[config.mk]
export PLATFORM = sky130hd
export DESIGN_NAME = cpu_pc_unit
export DESIGN_NICKNAME = d
export VERILOG_FILES = /design/src/design/cpu_isa_pkg.sv /design/src/design/cpu_pc_unit.sv
export SDC_FILE = /design/constraint.sdc
export NUM_CORES = 1
export LEC_CHECK = 0
export BUFFER_PORTS_ARGS = -buffer_cell sky130_fd_sc_hd__buf_4
export CAP_MARGIN = 20
export CORE_MARGIN = 2
export CORE_UTILIZATION = 50
export DETAILED_ROUTE_END_ITERATION = 8
export MAX_ROUTING_LAYER = met4
export PLACE_DENSITY = 0.84
export SYNTH_ARGS = -nofsm -noshare
export SYNTH_HDL_FRONTEND = slang
export SYNTH_SLANG_ARGS = --single-unit
[constraint.sdc]
create_clock -name clk -period 9.1 [get_ports clk]
set_input_delay 1.82 -clock clk [delete_from_list [all_inputs] [get_ports clk]]
set_output_delay 1.82 -clock clk [all_outputs]
set_load 0.02 [all_outputs]
[src/design/cpu_isa_pkg.sv]
/*
  Instruction set definitions for the 16-bit load/store core.
  Opcode 0x7 is unassigned and decodes as a no-op.
*/
package cpu_isa_pkg;

  // Data and instruction word
  typedef logic [15:0] word_t;
  // Byte address, bit 0 ignored by the memories
  typedef logic [15:0] addr_t;
  // Register index
  typedef logic [3:0] reg_idx_t;

  // Opcodes in bits 15:12
  typedef enum logic [3:0] {
    OP_ADD = 4'h0,
    OP_SUB = 4'h1,
    OP_XOR = 4'h2,
    OP_AND = 4'h3,
    OP_SLL = 4'h4,
    OP_SRA = 4'h5,
    OP_ROR = 4'h6,
    OP_LW  = 4'h8,
    OP_SW  = 4'h9,
    OP_LLB = 4'hA,
    OP_LHB = 4'hB,
    OP_B   = 4'hC,
    OP_PCS = 4'hD,
    OP_NOP = 4'hE,
    OP_HLT = 4'hF
  } opcode_e;

  // Branch conditions in bits 11:9
  typedef enum logic [2:0] {
    COND_NE = 3'b000,
    COND_EQ = 3'b001,
    COND_GT = 3'b010,
    COND_LT = 3'b011,
    COND_GE = 3'b100,
    COND_LE = 3'b101,
    COND_OV = 3'b110,
    COND_UN = 3'b111
  } cond_e;

  // Common register-form layout
  typedef struct packed {
    opcode_e  opcode;
    reg_idx_t rd;
    reg_idx_t rs;
    reg_idx_t rt;
  } instr_t;

  // 512 words per memory
  localparam int MEM_WORDS_LOG2 = 9;
  localparam addr_t RESET_PC = 16'h0000;

endpackage

[src/design/cpu_pc_unit.sv]
/*
  Program counter with next-PC and branch adders plus halt latch.
  Offset arrives sign-extended and doubled; target is PC+2 + offset.
  Once halted the PC holds until rst.
*/
`timescale 1ns/1ps

module cpu_pc_unit (
  input  logic               clk,
  input  logic               rst,
  input  logic               branch,
  input  logic               branch_taken,
  input  cpu_isa_pkg::word_t offset,
  input  logic               halt,
  output cpu_isa_pkg::addr_t pc,
  output cpu_isa_pkg::addr_t pc_plus2,
  output logic               hlt
);

  cpu_isa_pkg::addr_t target;
  cpu_isa_pkg::addr_t pc_next;

  // Sequential and branch adders
  assign pc_plus2 = pc + 16'd2;
  assign target   = pc_plus2 + offset;

  always_comb begin
    if (halt || hlt) begin
      // Park on the HLT address
      pc_next = pc;
    end else if (branch && branch_taken) begin
      pc_next = target;
    end else begin
      pc_next = pc_plus2;
    end
  end

  always_ff @(posedge clk) begin
    if (rst) begin
      pc  <= cpu_isa_pkg::RESET_PC;
      hlt <= 1'b0;
    end else begin
      pc <= pc_next;
      // Sticky until reset
      if (halt) hlt <= 1'b1;
    end
  end

endmodule

# Word-level counts from Yosys, hierarchy flattened
# Cells that the tools add are included.
[totals] reg_bits=17 latch_bits=0 ramBits=0 rom_bits=0 wordCells=7 n_memories=0
[classes] addsub=2 multipliers=0 div_mod_pow=0 order_cmp=0 eq_ne=0 n_shift=0 muxes=1 bitwise=0 reduce_logical=2
[ops] cell="16-bit adder" count=1
[ops] cell="16-bit by 2-bit adder with 16-bit output (second input constant)" count=1
[ops] cell="16-bit two-way mux" count=1
[ops] cell="1-bit logical AND" count=1
[ops] cell="1-bit logical OR" count=1

# Depth between registers and ports, before layout
# Gate-level depths: netlist (run 1).
[depth] depth_word=3 ltp_mapped=13 ltp_nobuf=13

# Worst setup path before layout (run 1)
# OpenSTA, ideal clock, no wires.
[synth_path] kind="in2reg" start="in offset[10]" end="reg pc[15]" arrival_ps=3561 required_ps=8977 slack_ps=5416 path_stages=8 n_path_buf=0 cell_sequence="ha_1 -> a21o_1 -> o21bai_1 -> a221oi_2 -> o21ai_1 -> mux2i_1 -> mux2i_1 -> mux2_1"
[synth_via] elab_chain_cells=2
[synth_rtl] element="from (decl)" line="cpu_pc_unit.sv:13" rtl="input cpu_isa_pkg::word_t offset,"
[synth_rtl] element="16-bit adder" line="cpu_pc_unit.sv:25" rtl="assign target = pc_plus2 + offset;"
[synth_rtl] element="16-bit two-way mux" line="cpu_pc_unit.sv:31" rtl="end else if (branch && branch_taken) begin"
[synth_rtl] element="to (signal assigned)" line="cpu_pc_unit.sv:40" rtl="pc <= cpu_isa_pkg::RESET_PC;"
[synth_rtl] element="to (signal assigned)" line="cpu_pc_unit.sv:43" rtl="pc <= pc_next;"
[synth_rtl] element="to (decl)" line="cpu_pc_unit.sv:15" rtl="output cpu_isa_pkg::addr_t pc,"
# Every way passes these cells.
# A chain may end at the register's enable or synchronous reset.

# Worst setup path in the final report (run 1)
[layout_path] start="reg pc[1]" end="out pc_plus2[13]"
[layout_via] elab_chain_cells=1
[layout_rtl] element="16-bit by 2-bit adder with 16-bit output" line="cpu_pc_unit.sv:24" rtl="assign pc_plus2 = pc + 16'd2;"
[layout_rtl] element="to (decl)" line="cpu_pc_unit.sv:16" rtl="output cpu_isa_pkg::addr_t pc_plus2,"
# Every way passes these cells.

==> out/metrics.csv, run 1 <==
stage;metric;value;unit
status;outcome;finished, final reports clean;
clock_tree;cts-resized-gates;0;
setup_path;path_class;reg2out;
hold_path;hold_start;pc[0]$_SDFFE_PP0P_;
clock_tree;cts_buffers;3;
grt;grt_usage;24.3;%
placed_design;postPlaceCellArea;2150;um2
grt;antenna_found_initial;0;
yosys;ys_top_cells_by_area;dfxtp_1 (20%), ha_1 (14%), nand2_1 (6.7%);
yosys;synth_edf_count;0;
clock_tree;clock_latency;0.29;ns
yosys;synthFlopType;dfxtp_1;
setup_path;worstSetupEndpointType;primary output;
floorplan;die_w;62.9;um
run;drv_cap;0;
floorplan;rows;21;
final_layout;fin_nets;316;
power;power_leakage;1.02;nW
drt;drt-wirelength-per-cell;15.0;um
yosys;yosysSeqAreaShare;19.6;%
power;peakVddDrop;0.0000595;V
sta;grt_setup_unrepaired;false;
setup_path;r2r_cells;12;
yosys;synth.most_common_cell;nand2_1;
floorplan;die_y;62.9;um
setup_path;cp.arrival;2.35;ns
yosys;synth_fp_nets;268;
sta;holdWs;0.521;ns
final_layout;fill_cells;296;
drt;drc;0;
placed_design;dp_hpwl;3.53;mm
floorplan;dieArea;3960;um2
drt;viasPerCell;5.98;
clock_tree;cts_sinks;17;
setup_path;crit_path_max_incr_delay;0.49;ns
floorplan;core-area;3340;um2
power;p_sw;0.0964;mW
setup_path;reg2reg_to;pc[15]$_SDFFE_PP0N_;
sta;post-route-min-period;4.17;ns
drt;postRouteAntennaNets;0;
grt;grt_max_degree;25;
setup_path;reg2reg_from;pc[1]$_SDFFE_PP0N_;
yosys;yosys_register_bits;17;
clock_tree;htreeDepth;1;
yosys;netlist.area_leader.share;19.6;%
setup_path;cp_data_required_time;7.28;ns
yosys;yosys_warnings;0;
final_layout;area_delta_synth_final;25.6;%
sta;slew_violations;0;
sta;hold_viol_final;0;
hold_path;hold_class;reg2reg;
setup_path;slowest_stage;dfxtp_1;
sta;tns;0;ns
drt;dr.pass1.iters;4;
clock_tree;post_cts_buffers;0;
setup_path;crit_fanout;8;
drt;first_iter_violations;122;
clock_tree;cts_hold_buf;0;
sta;finalSetupViolCount;0;
clock_tree;clk_pin_slew_worst_paths;0.11;ns
sta;finalCritPeriodShare;45.8;%
drt;vias;1914;
clock_tree;cts_buffer_depth;2;
yosys;syn-cell-area;1740;um2
final_layout;drive_above_1_share;24.5;%
yosys;netlist_top_cells_count;nand2_1 (31), a21oi_1 (19), ha_1 (19);
yosys;synth_area_per_cell;7.65;um2
final_layout;multiInputGateArea;1330;um2
power;power.density;109;nW/um2
floorplan;initial_utilization;52.0;%
yosys;synth_top_area_cell;dfxtp_1;
placed_design;gp_congestion;0.897;
clock_tree;cts_root_buf;clkbuf_4;
final_layout;diodes;0;
power;swShare;40.4;%
sta;tightest_slew;0.790;ns
setup_path;path_cells;ha_1 > nand3_2 > nor2_2 > nand4_1 > xnor2_1 > buf_4;
power;seq_power_share;36.7;%
drt;routed_wl;4.79;mm
hold_path;min_path_cells;2;
power;p_total;0.239;mW
hold_path;whs_endpoint;pc[0]$_SDFFE_PP0P_;
power;clkPwrFrac;17.5;%
power;internal-power;0.142;mW
clock_tree;cts_tree;built;
final_layout;regArea;340;um2
sta;max_freq;240;MHz
yosys;synthArstFlopShare;0;%
power;share_comb_of_total_power;45.9;%
grt;grt_pass1_vias;1735;
sta;skew;0.00102;ns
yosys;synthCells;227;
setup_path;r2r_slack;5.42;ns
grt;grt_pass1_wl;7.82;mm
final_layout;design_area;2180;um2
placed_design;portBuffers;53;
grt;gr-total-overflow;0;
floorplan;boundaryPins;54;
yosys;synth_cell_types;53;
sta;slew_headroom;47.3;%
setup_path;worstSetupStartpointType;flop;
## area by class of cell
class                      count  area share, %
inverter                       5          0.861
timing repair buffer          54           18.6
tap                           46           2.64
clock buffer                   3           1.03
sequential                    17           15.6
clock inverter                 1          0.229
multi-input combinational    194           61.0
## through the flow
step | std cells | worst slack (ns) | utilization (%)
after floorplan | 227 | 5.42 | -
after global placement | 316 | 5.22 | 64.5
after detailed placement | 316 | 5.17 | 64.5
after CTS | 320 | 5.01 | 65.4
after global routing | 320 | 4.80 | 65.4
final | 320 | 4.93 | 65.4
## placed cells by master (no fill, tap or decap), drive strengths merged, types with 3 or more instances in the layout
cell and instances:
buf 54, nand2 31, a21oi 20, ha 19, dfxtp 17, nor2 16, xor2 12, nand3 12
o21ai 12, xnor2 11, inv 5, a21o 5, and3 4, a31oi 4, o21bai 4, a211oi 4
nand4 3, or3 3, nor3 3, a311oi 3, clkbuf 3
## state kept, by name (all words and copies together) (netlist names)
signal	flops
hlt	1
pc	16
## cells by family after synthesis
kind of cell	Yosys count	synth area share, %
fa+ha+maj	20	14.8
flops	17	19.6
mux	3	1.80
buf+inv	16	3.75
compound gates	65	25.4
simple gates	83	23.1
xor+xnor	23	11.6
## how the worst max path moves through the flow
stage / start / end / slack [ns]
floorplan: offset[10] / pc[15]$_SDFFE_PP0N_ / 5.42
finish: pc[1]$_SDFFE_PP0N_ / pc_plus2[13] / 4.93
detailed placement: offset[10] / pc[15]$_SDFFE_PP0N_ / 5.17
CTS: pc[1]$_SDFFE_PP0N_ / pc_plus2[13] / 5.01
global placement: offset[10] / pc[15]$_SDFFE_PP0N_ / 5.22
global route: pc[1]$_SDFFE_PP0N_ / pc_plus2[13] / 4.80
## power by group through the flow
stage               Clock, mW  Sequential (mW)  Combinational [mW]
floorplan                   0           0.0927              0.0676
global route           0.0470           0.0885               0.119
detailed placement          0           0.0889               0.108
global placement            0           0.0887               0.107
finish                 0.0417           0.0875               0.110
CTS                    0.0435           0.0873               0.109
## worst max-delay path: cells and delay by family, from the launching register on
family                   cells  cell delay (ns)
adder cells (fa/ha/maj)      1             0.36
buffers and inverters        1             0.23
AND/OR/NAND/NOR              3             0.54
flip-flops                   1             0.49
XOR/XNOR                     1             0.42
## per-layer routing
metal / track usage, % / wire (um)
met1: 30.7 / 2110
met2: 41.4 / 2340
met3: 1.62 / 311
met4: 7.50 / 31
met5: - / 0
Power figures use the tool's default switching activity.
==> run 2, diff against run 1 <==
--- a/config.mk
+++ b/config.mk
@@ -5,13 +5,14 @@
 export SDC_FILE = /design/constraint.sdc
 export NUM_CORES = 1
 export LEC_CHECK = 0
+export ABC_AREA = 1
 export BUFFER_PORTS_ARGS = -buffer_cell sky130_fd_sc_hd__buf_4
 export CAP_MARGIN = 20
 export CORE_MARGIN = 2
 export CORE_UTILIZATION = 50
 export DETAILED_ROUTE_END_ITERATION = 8
 export MAX_ROUTING_LAYER = met4
-export PLACE_DENSITY = 0.84
+export PLACE_DENSITY = 0.83
 export SYNTH_ARGS = -nofsm -noshare
 export SYNTH_HDL_FRONTEND = slang
 export SYNTH_SLANG_ARGS = --single-unit
==> constraint.sdc (replaced) <==
create_clock -name clk -period 4.3 [get_ports clk]
set_input_delay 0.86 -clock clk [delete_from_list [all_inputs] [get_ports clk]]
set_output_delay 0.86 -clock clk [all_outputs]
set_load 0.02 [all_outputs]
==> run 2 against run 1 <==
Net effect: wire length up 11%; clock power rose to 3.0 times the previous value; non-clock buffer count down 1; register-to-register slack worse by 3.9 ns; count of clock-buffer cells in the layout unchanged; design area up 9.6%; combinational power up 110%; critical path type is now reg2reg; global-route usage up 1.4 points; worst hold slack worse by 0.0062 ns; area after synthesis up 9.5%; die area up 8.9%.
==> out/metrics.csv, run 2 <==
stage;metric;value;unit;change
final_layout;fill_cells;373;;+26%
setup_path;worstSetupEndpointType;flop;;
placed_design;dpl_worst_slack;1.50;ns;-3.67 ns
clock_tree;cts_buffer_depth;2;;unchanged
clock_tree;cts_tree;built;;
sta;slew_violations;0;;unchanged
power;clkPwrFrac;23.0;%;+5.5 points
sta;post-route-min-period;2.78;ns;
yosys;synth_top_area_cell;nand2_1;;
final_layout;design_area;2390;um2;+9.6%
yosys;synth_edf_count;0;;unchanged
final_layout;fin_nets;410;;+30%
final_layout;top_register;pc;;
yosys;yosys_register_bits;17;;unchanged
floorplan;rows;22;;+4.8%
drt;dr.pass1.iters;5;;+1
yosys;netlist.area_leader.share;19.3;%;-0.25 points
yosys;synth_fp_nets;355;;+32%
sta;hold_viol_final;0;;unchanged
setup_path;slowest_stage;dfxtp_1;;
sta;finalCritPeriodShare;64.7;%;
yosys;syn-cell-area;1900;um2;+9.5%
grt;grt_max_degree;18;;-28%
power;power.density;225;nW/um2;+110%
sta;slew_headroom;63.7;%;+16 points
drt;routed_wl;5.31;mm;+11%
clock_tree;cts_root_buf;clkbuf_8;;
drt;drc;0;;unchanged
drt;first_iter_violations;118;;-3.3%
power;swShare;39.9;%;-0.52 points
grt;gr-total-overflow;0;;unchanged
sta;tns;0;ns;unchanged
yosys;synthFlopType;dfxtp_1;;
placed_design;gp_congestion;0.950;;+5.9%
yosys;synthCells;314;;+38%
clock_tree;clock_latency;0.25;ns;-0.04 ns
yosys;yosysSeqAreaShare;17.9;%;-1.7 points
sta;skew;0.00189;ns;+0.000864 ns
placed_design;dp_hpwl;4.21;mm;+19%
run;drv_cap;0;;unchanged
drt;postRouteAntennaNets;0;;unchanged
setup_path;cp.arrival;2.94;ns;+0.59 ns
setup_path;r2r_slack;1.52;ns;-3.90 ns
final_layout;largest_register_ffs;16;;unchanged
sta;max_freq;359;MHz;
yosys;ys_top_cells_by_area;nand2_1 (19%), dfxtp_1 (18%), ha_1 (13%);;
grt;grt_pass1_wl;8.51;mm;+8.8%
grt;grt_usage;25.7;%;+1.4 points
yosys;synth.most_common_cell;nand2_1;;
setup_path;path_class;reg2reg;;
sta;tightest_slew;0.544;ns;-0.246 ns
floorplan;initial_utilization;51.9;%;-0.095 points
floorplan;boundaryPins;54;;unchanged
clock_tree;cts_sinks;17;;unchanged
clock_tree;clk_pin_slew_worst_paths;0.07;ns;-0.04 ns
drt;viasPerCell;5.23;;-13%
power;internal-power;0.324;mW;+130%
yosys;yosys_warnings;0;;unchanged
grt;antenna_found_initial;0;;unchanged
final_layout;area_delta_synth_final;25.7;%;
yosys;synth_area_per_cell;6.06;um2;-21%
final_layout;diodes;0;;unchanged
floorplan;die_y;65.7;um;+4.4%
floorplan;core-area;3660;um2;+9.7%
final_layout;drive_above_1_share;18.2;%;-6.2 points
floorplan;die_w;65.7;um;+4.4%
floorplan;dieArea;4310;um2;+8.9%
placed_design;portBuffers;53;;unchanged
hold_path;hold_class;reg2reg;;
setup_path;crit_path_max_incr_delay;0.37;ns;-0.12 ns
yosys;netlist_top_cells_count;nand2_1 (98), inv_1 (49), nor2_1 (26);;
placed_design;postPlaceCellArea;2340;um2;+8.9%
setup_path;worstSetupStartpointType;flop;;
setup_path;cpMostUsedCell;nand2_1;;
clock_tree;post_cts_buffers;0;;unchanged
drt;vias;2177;;+14%
power;peakVddDrop;0.000191;V;+220%
clock_tree;htreeDepth;1;;unchanged
drt;drt-wirelength-per-cell;12.8;um;-15%
yosys;synthArstFlopShare;0;%;unchanged
final_layout;layout_common_cells;nand2_1 (98), buf_4 (53), inv_1 (49);;
power;share_comb_of_total_power;43.4;%;-2.5 points
clock_tree;cts_hold_buf;0;;unchanged
sta;setup_slack;1.52;ns;-3.42 ns
power;seq_power_share;33.6;%;-3.1 points
sta;grt_setup_unrepaired;false;;
status;outcome;finished, final reports clean;;
setup_path;cp_data_required_time;4.45;ns;-2.83 ns
setup_path;path_cells;inv_1 > nor3_4 > nand3_1 > nor2_1 > xor2_1 > inv_1 > ha_1 > nand2_1 > inv_1 > nand2_1 > nand2_1 > a21oi_1 > nand2_1 > nand2_1 > nand4_1 > nand3_1 > nand2_1;;
clock_tree;cts-resized-gates;0;;unchanged
grt;grt_pass1_vias;1954;;+13%
final_layout;layout_commonest_cell;nand2_1;;
clock_tree;cts_buffers;3;;unchanged
setup_path;crit_fanout;6;;-2
final_layout;reg_top3;pc: 16 flops, hlt: 1 flops;;
power;power_leakage;1.33;nW;+30%
power;p_sw;0.215;mW;+120%
yosys;synth_cell_types;30;;-43%
sta;finalSetupViolCount;0;;unchanged
-- run 2: final timing paths --
kind	cells past startpoint	endpoint	startpoint
worst max-delay path	17	pc[15]$_SDFFE_PP0N_	pc[1]$_SDFFE_PP0N_
worst min-delay path	2	pc[15]$_SDFFE_PP0N_	pc[15]$_SDFFE_PP0N_
worst max register to register	17	pc[15]$_SDFFE_PP0N_	pc[1]$_SDFFE_PP0N_
worst min register to register	2	pc[15]$_SDFFE_PP0N_	pc[15]$_SDFFE_PP0N_
-- run 2: stage by stage --
| stage | power, mW | std cells | hold WS, ns | util, % |
|---|---|---|---|---|
| final | 0.539 | 416 | 0.515 | 65.3 |
| after global placement | 0.412 | 412 | 0.495 | 64.0 |
| after floorplan | 0.335 | 314 | 0.551 | - |
| after detailed placement | 0.415 | 412 | 0.503 | 64.0 |
| after global routing | 0.575 | 416 | 0.540 | 65.3 |
| after CTS | 0.539 | 416 | 0.514 | 65.3 |
-- run 2: kinds of logic after synthesis --
group,count (synthesis),share of synthesized area (%)
flip-flops,17,17.9
AND/OR/NAND/NOR,165,38.0
XOR/XNOR,15,7.30
adder cells (fa/ha/maj),20,13.6
AO/OA/AOI/OAI,45,12.8
buffers and inverters,52,10.5
-- run 2: critical path, delay by kind of cell, from the launching register on --
kind	cells	cell delay, ns
compound gates	1	0.17
fa+ha+maj	1	0.35
simple gates	11	1.23
xor+xnor	1	0.25
buf+inv	3	0.30
flops	1	0.37
-- run 2: layout make-up --
| type | instances | area, um2 | share of cell area (%) |
|---|---|---|---|
| Multi-Input combinational cell | 245 | 1360 | 57.0 |
| Clock buffer | 3 | 41.3 | 1.73 |
| Tap cell | 48 | 60.1 | 2.51 |
| Clock inverter | 1 | 5.00 | 0.209 |
| Sequential cell | 17 | 340 | 14.2 |
| Timing Repair Buffer | 53 | 398 | 16.6 |
| Inverter | 49 | 184 | 7.69 |
-- run 2: power groups by stage --
stage / Sequential [mW] / Clock, mW / Combinational [mW]
floorplan: 0.193 / 0 / 0.141
finish: 0.181 / 0.124 / 0.234
CTS: 0.181 / 0.125 / 0.233
global route: 0.183 / 0.134 / 0.258
global placement: 0.184 / 0 / 0.228
detailed placement: 0.184 / 0 / 0.231
-- run 2: metal layers --
metal	track usage, %	up-vias	part of all wire (%)
li1	-	1108	-
met1	33.8	978	45
met2	42.4	87	47
met3	3.60	4	6.3
met4	4.43	0	0.72
met5	-	-	0
==> run 3, diff against run 2 <==
==> constraint.sdc (replaced) <==
create_clock -name clk -period 2.73 [get_ports clk]
set_input_delay 0.546 -clock clk [delete_from_list [all_inputs] [get_ports clk]]
set_output_delay 0.546 -clock clk [all_outputs]
set_load 0.02 [all_outputs]
==> run 3 against run 2 <==
Net effect: highest routed layer unchanged; first-iteration DRC count up 19%; critical endpoint is now pc[14]$_SDFFE_PP0N_; via count is 0.23% higher; flip-flop and latch count unchanged; setup slack got worse by 1.3 ns; total power increased by 61%; wire length is 1.0% lower; non-clock buffer count rose by 2; utilization up 2.3 points; worst hold slack got worse by 0.0041 ns; design area rose by 3.5%.
==> out/metrics.csv, run 3 (synthesized netlist as in run 2, its figures left out) <==
stage;metric;value;unit;change
clock_tree;clock_latency;0.26;ns;about the same
grt;grt_pass1_vias;1955;;+0.051%
drt;drc;0;;unchanged
setup_path;crit_start;pc[4]$_SDFFE_PP0N_;;
clock_tree;cts_sinks;17;;unchanged
status;outcome;finished, final reports clean;;
drt;first_iter_violations;140;;+19%
power;peakVddDrop;0.000269;V;+40%
final_layout;top_register;pc;;
floorplan;dieArea;4310;um2;unchanged
sta;skew;0.00748;ns;+0.00560 ns
setup_path;path_cells;nand2_1 > nor2_1 > nand2_2 > nor2_4 > nand3_2 > xor2_2 > inv_1 > ha_1 > a21o_1 > nand3_1 > nand2_1 > nor2_1 > nand2_1 > nand2_1 > nand3_1 > nand2_1 > nand2_1;;
setup_path;cp.arrival;2.72;ns;-0.22 ns
final_layout;largest_register_ffs;16;;unchanged
sta;slew_violations;0;;unchanged
hold_path;hold_start;pc[14]$_SDFFE_PP0N_;;
drt;postRouteAntennaNets;0;;unchanged
floorplan;die_w;65.7;um;unchanged
grt;antenna_found_initial;0;;unchanged
clock_tree;clk_pin_slew_worst_paths;0.08;ns;about the same
setup_path;critical-path-top-delay-family;simple AND/OR/NAND/NOR gates;;
placed_design;dp_hpwl;4.23;mm;+0.62%
final_layout;diodes;0;;unchanged
floorplan;boundaryPins;54;;unchanged
grt;grt_usage;25.6;%;-0.083 points
final_layout;utilization;67.6;%;+2.3 points
drt;dr.pass1.iters;6;;+1
drt;vias;2182;;+0.23%
final_layout;design_area;2470;um2;+3.5%
sta;hold_viol_final;0;;unchanged
final_layout;reg_top3;pc: 16 flops, hlt: 1 flops;;
drt;routed_wl;5.25;mm;-1.0%
hold_path;hold_class;reg2reg;;
clock_tree;htreeDepth;1;;unchanged
setup_path;crit_path_max_incr_delay;0.40;ns;+0.03 ns
drt;viasPerCell;5.22;;-0.25%
placed_design;postPlaceCellArea;2350;um2;+0.32%
placed_design;post-place-cells;413;;+0.24%
clock_tree;cts_root_buf;clkbuf_8;;
floorplan;core-area;3660;um2;unchanged
setup_path;worstSetupStartpointType;flop;;
floorplan;initial_utilization;51.9;%;unchanged
grt;gr-total-overflow;0;;unchanged
sta;finalCritPeriodShare;93.7;%;+29 points
clock_tree;cts_buffers;3;;unchanged
sta;tightest_slew;0.546;ns;+0.00216 ns
drt;drt-wirelength-per-cell;12.6;um;-1.5%
setup_path;path_class;reg2reg;;
setup_path;slowest_stage;dfxtp_2;;
placed_design;gp_congestion;1.00;;+5.4%
setup_path;worstSetupEndpointType;flop;;
floorplan;die_y;65.7;um;unchanged
clock_tree;cts_buffer_depth;2;;unchanged
grt;grt_pass1_wl;8.43;mm;-0.89%
final_layout;layout_common_cells;nand2_1 (97), buf_4 (55), inv_1 (48);;
clock_tree;cts_tree;built;;
setup_path;cp_data_required_time;2.89;ns;-1.56 ns
run;drv_cap;0;;unchanged
final_layout;drive_above_1_share;22.7;%;+4.5 points
final_layout;fill_cells;344;;-7.8%
sta;holdWs;0.511;ns;-0.00413 ns
sta;finalSetupViolCount;0;;unchanged
final_layout;fin_nets;412;;+0.49%
sta;max_freq;391;MHz;+8.9%
power;p_total;0.865;mW;+61%
final_layout;fin_cells;418;;+0.48%
floorplan;rows;22;;unchanged
placed_design;portBuffers;53;;unchanged
setup_path;reg2reg_from;pc[4]$_SDFFE_PP0N_;;
final_layout;layout_commonest_cell;nand2_1;;
power;power_leakage;1.36;nW;+2.2%
setup_path;crit_fanout;7;;+1
power;power.density;350;nW/um2;+55%
sta;slew_headroom;63.5;%;-0.24 points
setup_path;crit_buf_inv;1;;-2
final_layout;area_delta_synth_final;30.1;%;
setup_path;cpMostUsedCell;nand2_1;;
grt;grt_max_degree;18;;unchanged
sta;post-route-min-period;2.56;ns;-0.226 ns
[run 3: cell count changes in the layout (fill, tap and decap cells not counted), sizes merged]
cell / delta
buf: +2
[run 3: final cells by class]
class                      instances  area (um2)  share of cell area [%]
multi-input combinational        245        1420                    57.5
timing repair buffer              55         413                    16.7
sequential                        17         348                    14.1
inverter                          49         184                    7.44
tap                               48        60.1                    2.43
clock buffer                       3        41.3                    1.67
clock inverter                     1        5.00                   0.202
[run 3: metrics by stage]
step,TNS [ns],worst slack (ns)
2_1_floorplan,0,0.0125
3_3_place_gp,0,0.108
3_5_place_dp,0,0.0152
4_1_cts,0,0.0231
5_1_grt,-0.0256,-0.0144
6_report,0,0.173
[run 3: worst register-to-register path, cell delays in order (launching register included)]
cell and delay (ns):
dfxtp_2 0.40, nand2_1 0.07, nor2_1 0.16, nand2_2 0.13
nor2_4 0.15, nand3_2 0.10, xor2_2 0.20, inv_1 0.11
ha_1 0.34, a21o_1 0.18, nand3_1 0.06, nand2_1 0.06
nor2_1 0.15, nand2_1 0.07, nand2_1 0.06, nand3_1 0.07
nand2_1 0.10, nand2_1 0.05
[run 3: power breakdown]
group | internal (mW) | switching (mW) | leakage (nW) | total [mW]
registers | 0.265 | 0.0221 | 0.142 | 0.287
clock network | 0.102 | 0.0970 | 0.0255 | 0.199
logic | 0.153 | 0.227 | 1.19 | 0.380
[run 3: routing by layer]
layer  GRT usage [%]  part of all wire (%)
met1            33.5                    45
met2            42.9                    48
met3            2.57                   5.3
met4            5.21                   1.6
met5               -                     0
[run 3: worst paths after layout]
check | endpoint | slack [ns] | cells past startpoint
min reg2reg | pc[14]$_SDFFE_PP0N_ | 0.51 | 2
max | pc[14]$_SDFFE_PP0N_ | 0.17 | 17
min | pc[14]$_SDFFE_PP0N_ | 0.51 | 2
max reg2reg | pc[14]$_SDFFE_PP0N_ | 0.17 | 17
[run 3: timing repair]
| item | CTS | global route |
|---|---|---|
| endpoints found under the setup margin | 0 | 8 |
| buffers inserted | 0 | 1 |
| hold buffers | 0 | 0 |
| resized for setup | 0 | 16 |
